==> config.mk <==
export PLATFORM = sky130hd
export DESIGN_NAME = cpu_top
export DESIGN_NICKNAME = d
export VERILOG_FILES = /design/src/cpu_pkg.sv /design/src/cpu_ctrl.sv /design/src/cpu_top.sv /design/src/data_bridge.sv /design/src/exec_unit.sv /design/src/inst_fetch.sv /design/src/reg_file.sv
export SDC_FILE = /design/constraint.sdc
export NUM_CORES = 2
export LEC_CHECK = 0
export BUFFER_PORTS_ARGS = -buffer_cell sky130_fd_sc_hd__buf_2
export CAP_MARGIN = 20
export CORE_MARGIN = 2
export CORE_UTILIZATION = 45
export CTS_BUF_LIST = sky130_fd_sc_hd__clkbuf_8
export DETAILED_ROUTE_END_ITERATION = 8
export PLACE_DENSITY = 0.66
export RECOVER_POWER = 50
export REMOVE_ABC_BUFFERS = 1
export SKIP_LAST_GASP = 1
export SYNTH_ARGS = -nofsm -noshare
export SYNTH_HDL_FRONTEND = slang
export SYNTH_SLANG_ARGS = --single-unit
==> constraint.sdc <==
create_clock -name clk -period 12.1 [get_ports clk]
set_input_delay 2.42 -clock clk [delete_from_list [all_inputs] [get_ports clk]]
set_output_delay 2.42 -clock clk [all_outputs]
set_load 0.01 [all_outputs]
==> src/cpu_pkg.sv <==
package cpu_pkg;

    // ============================================================
    // data types
    // ============================================================

    // register and memory data word
    typedef logic signed [15:0] word_t;

    // register number
    typedef logic [3:0] reg_idx_t;

    // instruction word index
    typedef logic [10:0] pc_t;

    // dram byte address
    typedef logic [31:0] bus_addr_t;

    // ============================================================
    // opcodes, bits 15:13 of the instruction
    // ============================================================

    // func 1 add, func 0 sub
    localparam logic [2:0] OP_ADDSUB = 3'b000;
    // func 1 slt, func 0 mul
    localparam logic [2:0] OP_SLTMUL = 3'b001;
    localparam logic [2:0] OP_STORE  = 3'b010;
    localparam logic [2:0] OP_LOAD   = 3'b011;
    localparam logic [2:0] OP_JUMP   = 3'b100;
    localparam logic [2:0] OP_BEQ    = 3'b101;

    // ============================================================
    // address map
    // ============================================================

    // size of the instruction word space
    localparam int PC_WORDS = 2048;

    // byte address of word index 0, word w sits at base + 2*w
    localparam bus_addr_t DRAM_BASE = 32'h0000_1000;

endpackage

==> src/cpu_ctrl.sv <==
module cpu_ctrl (
    input  logic clk,
    input  logic rst_n,
    input  logic group_done,
    input  logic group_hit,
    input  logic mem_done,
    input  logic is_mem_op,
    output logic fetch_start,
    output logic mem_start,
    output logic exec_en,
    output logic wb_load,
    output logic io_stall
);

    typedef enum logic [2:0] {
        IDLE,
        FETCH_GROUP,
        READ_BUF,
        EX,
        MEM,
        RETIRE
    } state_t;

    state_t state;
    state_t next_state;
    logic   from_mem;

    // ============================================================
    // instruction cycle FSM
    // ============================================================

    always_ff @(posedge clk or negedge rst_n) begin
        if (!rst_n) begin
            state <= IDLE;
        end else begin
            state <= next_state;
        end
    end

    always_comb begin
        next_state = state;
        case (state)
            IDLE:        next_state = FETCH_GROUP;
            FETCH_GROUP: if (group_done) next_state = READ_BUF;
            // buffer read takes this cycle
            READ_BUF:    next_state = EX;
            EX:          next_state = is_mem_op ? MEM : RETIRE;
            MEM:         if (mem_done) next_state = RETIRE;
            RETIRE:      next_state = group_hit ? READ_BUF : FETCH_GROUP;
            default:     next_state = IDLE;
        endcase
    end

    // start pulses in the first cycle of FETCH_GROUP and MEM
    always_ff @(posedge clk or negedge rst_n) begin
        if (!rst_n) begin
            fetch_start <= 1'b0;
            mem_start   <= 1'b0;
            from_mem    <= 1'b0;
            io_stall    <= 1'b1;
        end else begin
            fetch_start <= (next_state == FETCH_GROUP) && (state != FETCH_GROUP);
            mem_start   <= (next_state == MEM) && (state != MEM);
            from_mem    <= (state == MEM);
            // one low cycle right after each retire
            io_stall    <= (state != RETIRE);
        end
    end

    assign exec_en = (state == EX);

    // retire after a memory access, the bridge data goes back to rt
    assign wb_load = (state == RETIRE) && from_mem;

endmodule

==> src/cpu_top.sv <==
module cpu_top #(
    parameter int                 GROUP_WORDS = 128,
    parameter cpu_pkg::bus_addr_t DRAM_BASE   = cpu_pkg::DRAM_BASE
) (
    input  logic               clk,
    input  logic               rst_n,
    // instruction read port
    output logic               ar_valid,
    output cpu_pkg::bus_addr_t ar_addr,
    input  logic               ar_ready,
    input  logic               r_valid,
    input  cpu_pkg::word_t     r_data,
    input  logic               r_last,
    output logic               r_ready,
    // data read port
    output logic               dr_ar_valid,
    output cpu_pkg::bus_addr_t dr_ar_addr,
    input  logic               dr_ar_ready,
    input  logic               dr_r_valid,
    input  cpu_pkg::word_t     dr_r_data,
    output logic               dr_r_ready,
    // data write port
    output logic               aw_valid,
    output cpu_pkg::bus_addr_t aw_addr,
    input  logic               aw_ready,
    output logic               w_valid,
    output cpu_pkg::word_t     w_data,
    input  logic               w_ready,
    input  logic               b_valid,
    output logic               b_ready,
    output logic               io_stall
);
    import cpu_pkg::*;

    // controller handshakes
    logic      fetch_start;
    logic      mem_start;
    logic      exec_en;
    logic      wb_load;
    logic      group_done;
    logic      group_hit;
    logic      mem_done;

    // datapath
    pc_t       pc;
    word_t     inst_word;
    reg_idx_t  rs_idx;
    reg_idx_t  rt_idx;
    reg_idx_t  wr_idx;
    word_t     rs_val;
    word_t     rt_val;
    word_t     alu_result;
    word_t     load_data;
    logic      wr_alu;
    logic      is_mem_op;
    logic      is_load;
    bus_addr_t mem_addr;

    cpu_ctrl u_ctrl (.*);

    inst_fetch #(
        .GROUP_WORDS (GROUP_WORDS),
        .DRAM_BASE   (DRAM_BASE)
    ) u_fetch (.*);

    exec_unit #(
        .DRAM_BASE (DRAM_BASE)
    ) u_exec (.*);

    reg_file u_regs (
        .we_alu (wr_alu),
        .*
    );

    data_bridge u_data (
        .store_data (rt_val),
        .*
    );

endmodule

==> src/data_bridge.sv <==
module data_bridge (
    input  logic               clk,
    input  logic               rst_n,
    input  logic               mem_start,
    input  logic               is_load,
    input  cpu_pkg::bus_addr_t mem_addr,
    input  cpu_pkg::word_t     store_data,
    output logic               mem_done,
    output cpu_pkg::word_t     load_data,
    // read port
    output logic               dr_ar_valid,
    output cpu_pkg::bus_addr_t dr_ar_addr,
    input  logic               dr_ar_ready,
    input  logic               dr_r_valid,
    input  cpu_pkg::word_t     dr_r_data,
    output logic               dr_r_ready,
    // write port
    output logic               aw_valid,
    output cpu_pkg::bus_addr_t aw_addr,
    input  logic               aw_ready,
    output logic               w_valid,
    output cpu_pkg::word_t     w_data,
    input  logic               w_ready,
    input  logic               b_valid,
    output logic               b_ready
);
    import cpu_pkg::*;

    bus_addr_t addr_q;
    word_t     data_q;
    logic      rd_beat;

    assign rd_beat  = dr_r_valid && dr_r_ready;
    assign mem_done = rd_beat || (b_valid && b_ready);

    // ============================================================
    // request channels
    // ============================================================

    always_ff @(posedge clk or negedge rst_n) begin
        if (!rst_n) begin
            dr_ar_valid <= 1'b0;
            aw_valid    <= 1'b0;
            w_valid     <= 1'b0;
            dr_r_ready  <= 1'b0;
            b_ready     <= 1'b0;
        end else begin
            dr_r_ready <= 1'b1;
            b_ready    <= 1'b1;
            if (mem_start && is_load) begin
                dr_ar_valid <= 1'b1;
            end else if (dr_ar_valid && dr_ar_ready) begin
                dr_ar_valid <= 1'b0;
            end
            if (mem_start && !is_load) begin
                aw_valid <= 1'b1;
            end else if (aw_valid && aw_ready) begin
                aw_valid <= 1'b0;
            end
            // data beat follows the address transfer
            if (aw_valid && aw_ready) begin
                w_valid <= 1'b1;
            end else if (w_valid && w_ready) begin
                w_valid <= 1'b0;
            end
        end
    end

    // one data register for both directions
    // after a store it still holds rt, so the writeback leaves rt unchanged
    always_ff @(posedge clk) begin
        if (mem_start) begin
            addr_q <= mem_addr;
            data_q <= store_data;
        end else if (rd_beat) begin
            data_q <= dr_r_data;
        end
    end

    assign dr_ar_addr = addr_q;
    assign aw_addr    = addr_q;
    assign w_data     = data_q;
    assign load_data  = data_q;

endmodule

==> src/exec_unit.sv <==
module exec_unit #(
    parameter cpu_pkg::bus_addr_t DRAM_BASE = cpu_pkg::DRAM_BASE
) (
    input  logic               clk,
    input  logic               rst_n,
    input  logic               exec_en,
    input  cpu_pkg::word_t     inst_word,
    input  cpu_pkg::word_t     rs_val,
    input  cpu_pkg::word_t     rt_val,
    output cpu_pkg::reg_idx_t  rs_idx,
    output cpu_pkg::reg_idx_t  rt_idx,
    output cpu_pkg::reg_idx_t  wr_idx,
    output cpu_pkg::word_t     alu_result,
    output logic               wr_alu,
    output logic               is_mem_op,
    output logic               is_load,
    output cpu_pkg::bus_addr_t mem_addr,
    output cpu_pkg::pc_t       pc
);
    import cpu_pkg::*;

    word_t             inst_q;
    word_t             cur;
    logic [2:0]        opcode;
    logic              func;
    logic signed [4:0] imm;
    word_t             data_idx;
    logic              r_type;
    logic              beq_taken;

    // decode straight from the buffer in EX, from the latch afterwards
    assign cur    = exec_en ? inst_word : inst_q;
    assign opcode = cur[15:13];
    assign rs_idx = cur[12:9];
    assign rt_idx = cur[8:5];
    assign func   = cur[0];
    assign imm    = cur[4:0];

    assign r_type    = (opcode == OP_ADDSUB) || (opcode == OP_SLTMUL);
    assign is_load   = (opcode == OP_LOAD);
    assign is_mem_op = (opcode == OP_LOAD) || (opcode == OP_STORE);
    assign wr_idx    = r_type ? reg_idx_t'(cur[4:1]) : rt_idx;
    assign wr_alu    = exec_en && r_type;
    assign beq_taken = (opcode == OP_BEQ) && (rs_val == rt_val);

    // (rs + imm) * 2 + base
    assign data_idx = rs_val + word_t'(imm);
    assign mem_addr = DRAM_BASE + (bus_addr_t'(data_idx) << 1);

    always_comb begin
        case (opcode)
            OP_ADDSUB: alu_result = func ? rs_val + rt_val : rs_val - rt_val;
            OP_SLTMUL: begin
                if (func) begin
                    alu_result = (rs_val < rt_val) ? word_t'(1) : word_t'(0);
                end else begin
                    // low half of the product
                    alu_result = rs_val * rt_val;
                end
            end
            default:   alu_result = '0;
        endcase
    end

    always_ff @(posedge clk or negedge rst_n) begin
        if (!rst_n) begin
            inst_q <= '0;
            pc     <= '0;
        end else if (exec_en) begin
            inst_q <= inst_word;
            if (opcode == OP_JUMP) begin
                pc <= cur[11:1];
            end else if (beq_taken) begin
                pc <= pc + 11'd1 + pc_t'(imm);
            end else begin
                pc <= pc + 11'd1;
            end
        end
    end

endmodule

==> src/inst_fetch.sv <==
module inst_fetch #(
    parameter int                 GROUP_WORDS = 128,
    parameter cpu_pkg::bus_addr_t DRAM_BASE   = cpu_pkg::DRAM_BASE
) (
    input  logic               clk,
    input  logic               rst_n,
    input  logic               fetch_start,
    input  cpu_pkg::pc_t       pc,
    output logic               ar_valid,
    output cpu_pkg::bus_addr_t ar_addr,
    input  logic               ar_ready,
    input  logic               r_valid,
    input  cpu_pkg::word_t     r_data,
    input  logic               r_last,
    output logic               r_ready,
    output logic               group_done,
    output logic               group_hit,
    output cpu_pkg::word_t     inst_word
);
    import cpu_pkg::*;

    localparam int OFS_W    = $clog2(GROUP_WORDS);
    localparam int BASE_MAX = PC_WORDS - GROUP_WORDS;

    word_t              inst_buf [GROUP_WORDS];
    pc_t                group_base;
    pc_t                limited_base;
    logic [11:0]        group_end;
    logic [OFS_W-1:0]   wr_ofs;
    logic [OFS_W-1:0]   rd_ofs;
    logic               beat;

    // keep the whole group inside the word space
    assign limited_base = (pc > pc_t'(BASE_MAX)) ? pc_t'(BASE_MAX) : pc;

    assign beat       = r_valid && r_ready;
    assign group_done = beat && r_last;

    // ============================================================
    // burst request
    // ============================================================

    always_ff @(posedge clk or negedge rst_n) begin
        if (!rst_n) begin
            ar_valid   <= 1'b0;
            r_ready    <= 1'b0;
            group_base <= '0;
            wr_ofs     <= '0;
        end else begin
            r_ready <= 1'b1;
            if (fetch_start) begin
                ar_valid   <= 1'b1;
                group_base <= limited_base;
                wr_ofs     <= '0;
            end else begin
                if (ar_valid && ar_ready) begin
                    ar_valid <= 1'b0;
                end
                if (beat) begin
                    wr_ofs <= wr_ofs + 1'b1;
                end
            end
        end
    end

    always_ff @(posedge clk) begin
        if (fetch_start) begin
            ar_addr <= DRAM_BASE + bus_addr_t'({limited_base, 1'b0});
        end
    end

    // ============================================================
    // instruction buffer
    // ============================================================

    assign rd_ofs = OFS_W'(pc - group_base);

    // beats fill successive offsets, reads are registered
    always_ff @(posedge clk) begin
        if (beat) begin
            inst_buf[wr_ofs] <= r_data;
        end
        inst_word <= inst_buf[rd_ofs];
    end

    assign group_end = {1'b0, group_base} + 12'(GROUP_WORDS);
    assign group_hit = (pc >= group_base) && ({1'b0, pc} < group_end);

endmodule

==> src/reg_file.sv <==
module reg_file (
    input  logic              clk,
    input  logic              rst_n,
    input  cpu_pkg::reg_idx_t rs_idx,
    input  cpu_pkg::reg_idx_t rt_idx,
    output cpu_pkg::word_t    rs_val,
    output cpu_pkg::word_t    rt_val,
    input  logic              we_alu,
    input  cpu_pkg::reg_idx_t wr_idx,
    input  cpu_pkg::word_t    alu_result,
    input  logic              wb_load,
    input  cpu_pkg::word_t    load_data
);
    import cpu_pkg::*;

    word_t regs [16];

    assign rs_val = regs[rs_idx];
    assign rt_val = regs[rt_idx];

    // rd for R-type in EX, rt at the retire of a memory access
    always_ff @(posedge clk or negedge rst_n) begin
        if (!rst_n) begin
            for (int i = 0; i < 16; i++) begin
                regs[i] <= '0;
            end
        end else if (we_alu) begin
            regs[wr_idx] <= alu_result;
        end else if (wb_load) begin
            regs[wr_idx] <= load_data;
        end
    end

endmodule

# Yosys cells after proc, flatten, opt, wreduce, memory -nomap -nowiden
# Memory sizes are Yosys's and may differ from the RTL's. A register that Yosys moved wholly into a read port is not among the register bits.
# Cells that the tools add are included.
[op_classes] n_reduce_logical=30 n_eq_ne=16 order_cmp=8 add_sub_neg=10 bitwise=3 muxes=40 n_mul=1
[op_table] cell="256-bit bitwise mux" n=2
[op_table] cell="256-bit two-way mux" n=2
[op_table] cell="16-bit two-way mux" n=10
[op_table] cell="16-bit binary-select mux with 4-bit select" n=2
[op_table] cell="16-bit demux with 4-bit select" n=1
[op_table] cell="11-bit two-way mux" n=3
[op_table] cell="16-bit case mux with 2 select lines" n=1
[op_table] cell="14-bit by 17-bit adder with 18-bit output (first input constant)" n=1
[op_table] cell="3-bit case mux with 6 select lines" n=1
[op_table] cell="1-bit logical AND" n=17
[op_table] cell="16-bit adder" n=1
[op_table] cell="16-bit by 5-bit adder with 16-bit output" n=1
[op_table] cell="16-bit equality test" n=1
[op_table] cell="16-bit less-than comparator" n=1
[op_table] cell="16-bit by 16-bit multiplier with 16-bit output" n=1
[op_table] cell="16-bit subtractor" n=1
[op_table] cell="3-bit equality test (second input constant)" n=5
[op_table] cell="5-bit greater-or-equal comparator (second input constant)" n=3
[op_table] cell="4-bit inverter with 5-bit output" n=3
[op_table] cell="13-bit by 12-bit adder with 14-bit output (first input constant)" n=1
[op_table] cell="7-bit two-way mux" n=2
[op_table] cell="2-bit nonzero test" n=7
[op_table] cell="11-bit by 8-bit adder with 12-bit output (second input constant)" n=1
[op_table] cell="3-bit by 2-bit equality test with 1-bit output (second input constant)" n=4
[op_table] cell="other kinds (18)" n=36
[totals] regBits=393 out_inout_bits=120 elab_cells=142 n_memories=1 ramBits=2048 inputBits=42
[mem_list] name="u_fetch.inst_buf" words=128 width=16 read_ports=1 rd_ports_with_merged_regs=1 write_ports=1 line_no="inst_fetch.sv:25" rtl="word_t inst_buf [GROUP_WORDS];"

# Depth between registers and ports, before layout
[logic_depth] depth_word=13 mapped_depth=40 ltp_nobuf=33

# Hierarchy
# A second synthesis with hierarchy kept.
[unflattened] hier_cells=5809 hier_area_um2=105979.1
[modules_own_cells] module="inst_fetch" instances=1 seq_area_each_um2=62650.1 area_per_inst_um2=81304.2 cells_per_inst=3715
[modules_own_cells] module="reg_file" instances=1 seq_area_each_um2=6406.1 area_per_inst_um2=13645.6 cells_per_inst=868
[modules_own_cells] module="exec_unit" instances=1 seq_area_each_um2=675.6 area_per_inst_um2=8501.9 cells_per_inst=1065
[modules_own_cells] module="data_bridge" instances=1 seq_area_each_um2=1541.5 area_per_inst_um2=2208.4 cells_per_inst=132
[modules_own_cells] module="cpu_ctrl" instances=1 seq_area_each_um2=176.4 area_per_inst_um2=319.1 cells_per_inst=29

# Least setup slack after synthesis
# No wires, ideal clock.
[synth_timing] kind="register to register" start="register u_ctrl.state[2]" end="register u_regs.regs[111] (netlist bit)" required_ps=11975 n_path_buf=6 period_less_slack_ps=7789 setup_ps=125 stages_incl_launch_ff=35 path_slack_ps=4311 t_arrival_ps=7664 cell_sequence="dfrtp_1 -> buf_2 -> nand3b_4 -> a21oi_4 -> inv_4 -> buf_6 -> buf_2 -> buf_2 -> buf_2 -> nand2_1 -> nand3_1 -> a32o_1 -> a221oi_2 -> inv_1 -> ha_1 -> fa_1 -> inv_1 -> fa_1 -> inv_1 -> fa_1 -> fa_1 -> fa_1 -> inv_1 -> fa_1 -> inv_1 -> ha_1 -> or2_2 -> a21oi_1 -> a31oi_1 -> xnor3_1 -> nor2_1 -> nand2_2 -> o2111ai_4 -> buf_6 -> mux2_2"
[synth_via] elab_chain_cells=13 elab_cells_between_ends=34 cone_classes="add/sub (2); mul (1); order compare (2); eq/ne (3); mux (17); bitwise (3); reduce/logical (6)"
[synth_rtl] item="from (decl)" line_no="cpu_ctrl.sv:24" rtl="state_t state;"
[synth_rtl] item="from (signal assigned)" line_no="cpu_ctrl.sv:36" rtl="state <= next_state;"
[synth_rtl] item="branches (longest 13 deep; another with 16-bit by 16-bit multiplier with 16-bit output)"
[synth_rtl] item="to (signal, indexed assignment)" line_no="reg_file.sv:28" rtl="regs[wr_idx] <= alu_result;"
[synth_rtl] item="to (signal, indexed assignment)" line_no="reg_file.sv:30" rtl="regs[wr_idx] <= load_data;"
[synth_rtl] item="to (decl)" line_no="reg_file.sv:16" rtl="word_t regs [16];"
# Several ways; the timed one is not identified. The select of a mux whose other input is x is not followed.
# A chain may end at the register's enable or synchronous reset.

# Final worst setup path
[layout_timing] start="register u_ctrl.state[0]" end="register u_regs.regs[47] (netlist bit)"
# Same word-level chain as after synthesis.

==> summary.txt <==
failing checks - capacitance limit, slew limit
Ys Warns - 0
routed len/inst - 27.8 um
flops & latches, synth - 2421
Max Cap Viol - 33
Fin. Hold Viols - 0
initial antenna violation count - 12
Worst Clk Skew - 0.114 ns
first-pass GRT wire length - 397 mm
PortBufs - 138
H-tree lvl count - 5
RSZ-0062 raised after global routing - no
Seq/Total Area, Yosys - 67.7%
Crit Path Max Fanout - 26
CP peak stage delay - 1.38 ns
worst-skew pair later-pin latency - 1.10 ns
worst endpoint required time - 12.98 ns
master of the slowest instance on the critical path - and3b_1
Final HPWL DP - 164 mm
Hold Buf Count CTS - 0
Die Area - 237000 um^2
Worst Hold Class - register to register
WL final - 272 mm
max_slew headroom - -368%
Clock Root Buffer - clkbuf_8
WS Path Type - register to register
DRC errors left - 0
CTS resizes - 0
Tcrit/Tclk final - 86.7%
cells after synthesis - 6061
number of clock sinks - 2421
CTS Buf Count - 399
Worst Max-Slew Pin Slew - 7.02 ns
syn avg cell area - 17.3 um^2
Ports - 162
vias - 57825
Initial Utilization - 45.2%
post-CTS setup repair buffer count - 0
setup violators final - 0
Syn-to-layout area delta - 11.2%
CTS tree - yes
core area - 232000 um^2
GP Congestion - 0.921
ys async rst share - 12.9%
setup TNS - 0 ns
gr ovfl total - 0
fmax - 95.3 MHz
top_reg_cell synth - edfxtp_1
ratio of cells with drive above 1 in the final layout - 25.2%
Rows - 177
CP startpoint kind - register
drt via density - 5.89
GRT Total Usage - 22.8%
initial DRC count - 6503
CTS Buffer Depth - 4
largest net degree at the start of global routing - 132
CP Data Arrival Time - 11.37 ns
DR pass1 iterations - 8
synth unique cells - 97
die width - 487 um
Die H - 487 um
Fill cells - 18893
critical path capture point type - register
status - finished with violations
delay-heaviest family, CP - adder cells
number of synthesized flops with an enable pin - 2092
final slew viol count - 2239
CP Buf/Inv Count - 5
Final nets - 6735
remaining antenna violation count - 0
minimum clock period - 10.49 ns
Worst path most repeated cell - fa_1
Mapped Area - 105000 um^2
clock slew seen by the registers of the worst setup and hold paths - 0.06 ns
vias in the first global route - 57844
final hold slack - 0.481 ns
cell usage in the layout (no fill, tap or decap), drive strengths merged, types with 35 or more instances in the layout:
cell type	n
mux2i	145
mux4	678
fa	83
a21oi	93
mux2	100
nand2	688
buf	336
a31oi	35
and3	64
nand3	74
dfrtp	312
inv	363
nor2	274
o21ai	243
edfxtp	2092
clkinv	130
ha	139
clkbuf	477
xnor2	71
flip-flops by register name (all words and copies together) (netlist names):
register            flops
u_ctrl.fetch_start      1
u_ctrl.from_mem         1
u_ctrl.io_stall         1
u_ctrl.mem_start        1
u_ctrl.state            3
u_data.aw_addr         17
u_data.aw_valid         1
u_data.dr_ar_valid      1
u_data.dr_r_ready       1
u_data.load_data       16
u_data.w_valid          1
u_exec.inst_q          16
u_exec.pc              11
u_fetch.ar_addr        11
u_fetch.ar_valid        1
u_fetch.group_base     11
u_fetch.inst_buf     2048
u_fetch.inst_word      16
u_fetch.wr_ofs          7
u_regs.regs           256
layout make-up:
| cell class | count | area [um^2] | area share [%] |
|---|---|---|---|
| repair buffers | 387 | 2560 | 2.20 |
| inverters | 236 | 897 | 0.769 |
| flip-flops and latches | 2421 | 71000 | 60.9 |
| clock buffers | 426 | 5860 | 5.03 |
| clock inverters | 272 | 1340 | 1.14 |
| well taps | 3043 | 3810 | 3.26 |
| diodes | 2 | 5.00 | 0.00429 |
| multi-input cells | 3026 | 31200 | 26.7 |
logic make-up (layout without fill, tap and decap cells):
family	count (synthesis)	count (layout)	synth area share, %
xor gates and xnor gates	97	97	0.871
AOI/OAI and AO/OA	569	569	3.51
buffers and inverters	636	1321	2.81
other	2	26	0.00716
DFF	2421	2421	67.7
muxes	923	923	17.1
and+or+nand+nor	1191	1191	4.81
adders and majority gates	222	222	3.24
cells in the mapped netlist, types with 64 or more instances:
library cell	count	area (um^2)
fa_1	83	1660
and3_1	64	400
buf_4	90	676
inv_1	222	833
xnor2_1	70	613
o21ai_0	239	1200
nand3_1	74	370
nor2_1	266	998
dfrtp_1	312	7810
clkbuf_1	208	781
nand2_1	686	2570
mux4_2	678	15300
a21oi_1	91	455
ha_1	139	1740
mux2_2	100	1130
edfxtp_1	2092	62800
mux2i_1	139	1390
routing by layer:
| layer | wire, um | track usage, % |
|---|---|---|
| met1 | 112000 | 32.3 |
| met2 | 130000 | 36.5 |
| met3 | 22100 | 3.89 |
| met4 | 8090 | 7.08 |
| met5 | 27 | 0 |
final timing paths:
| path | depth (start not counted) | endpoint | from | slack, ns |
|---|---|---|---|---|
| setup / recovery | 25 | u_regs.regs[47] | u_ctrl.state[0] | 1.61 |
| hold / removal | 2 | u_regs.regs[148] | u_regs.regs[148] | 0.48 |
| setup reg to reg | 25 | u_regs.regs[47] | u_ctrl.state[0] | 1.61 |
| hold reg to reg | 2 | u_regs.regs[148] | u_regs.regs[148] | 0.48 |
| max in group asynchronous | 2 | u_regs.regs[101] | rst_n | 2.84 |
| min in group asynchronous | 1 | u_regs.regs[137] | rst_n | 4.05 |
tightest hold or removal path, cell delays in order (launching register included):
cell and delay, ns:
dfrtp_1 0.34, nand2_1 0.04, o21ai_0 0.06
through the flow:
stage               std cells  utilization (%)  worst slack [ns]  area [um^2]
floorplan                5683                -             -9.45       103000
global placement         9102             47.2              2.62       109000
detailed placement       9109             47.2              2.50       110000
CTS                      9807             50.3              2.49       117000
global route             9812             50.3              1.10       117000
finish                   9813             50.3              1.61       117000
Power is not shown: default switching activity piles up to over one toggle a cycle in this logic, so the estimate is an artifact.
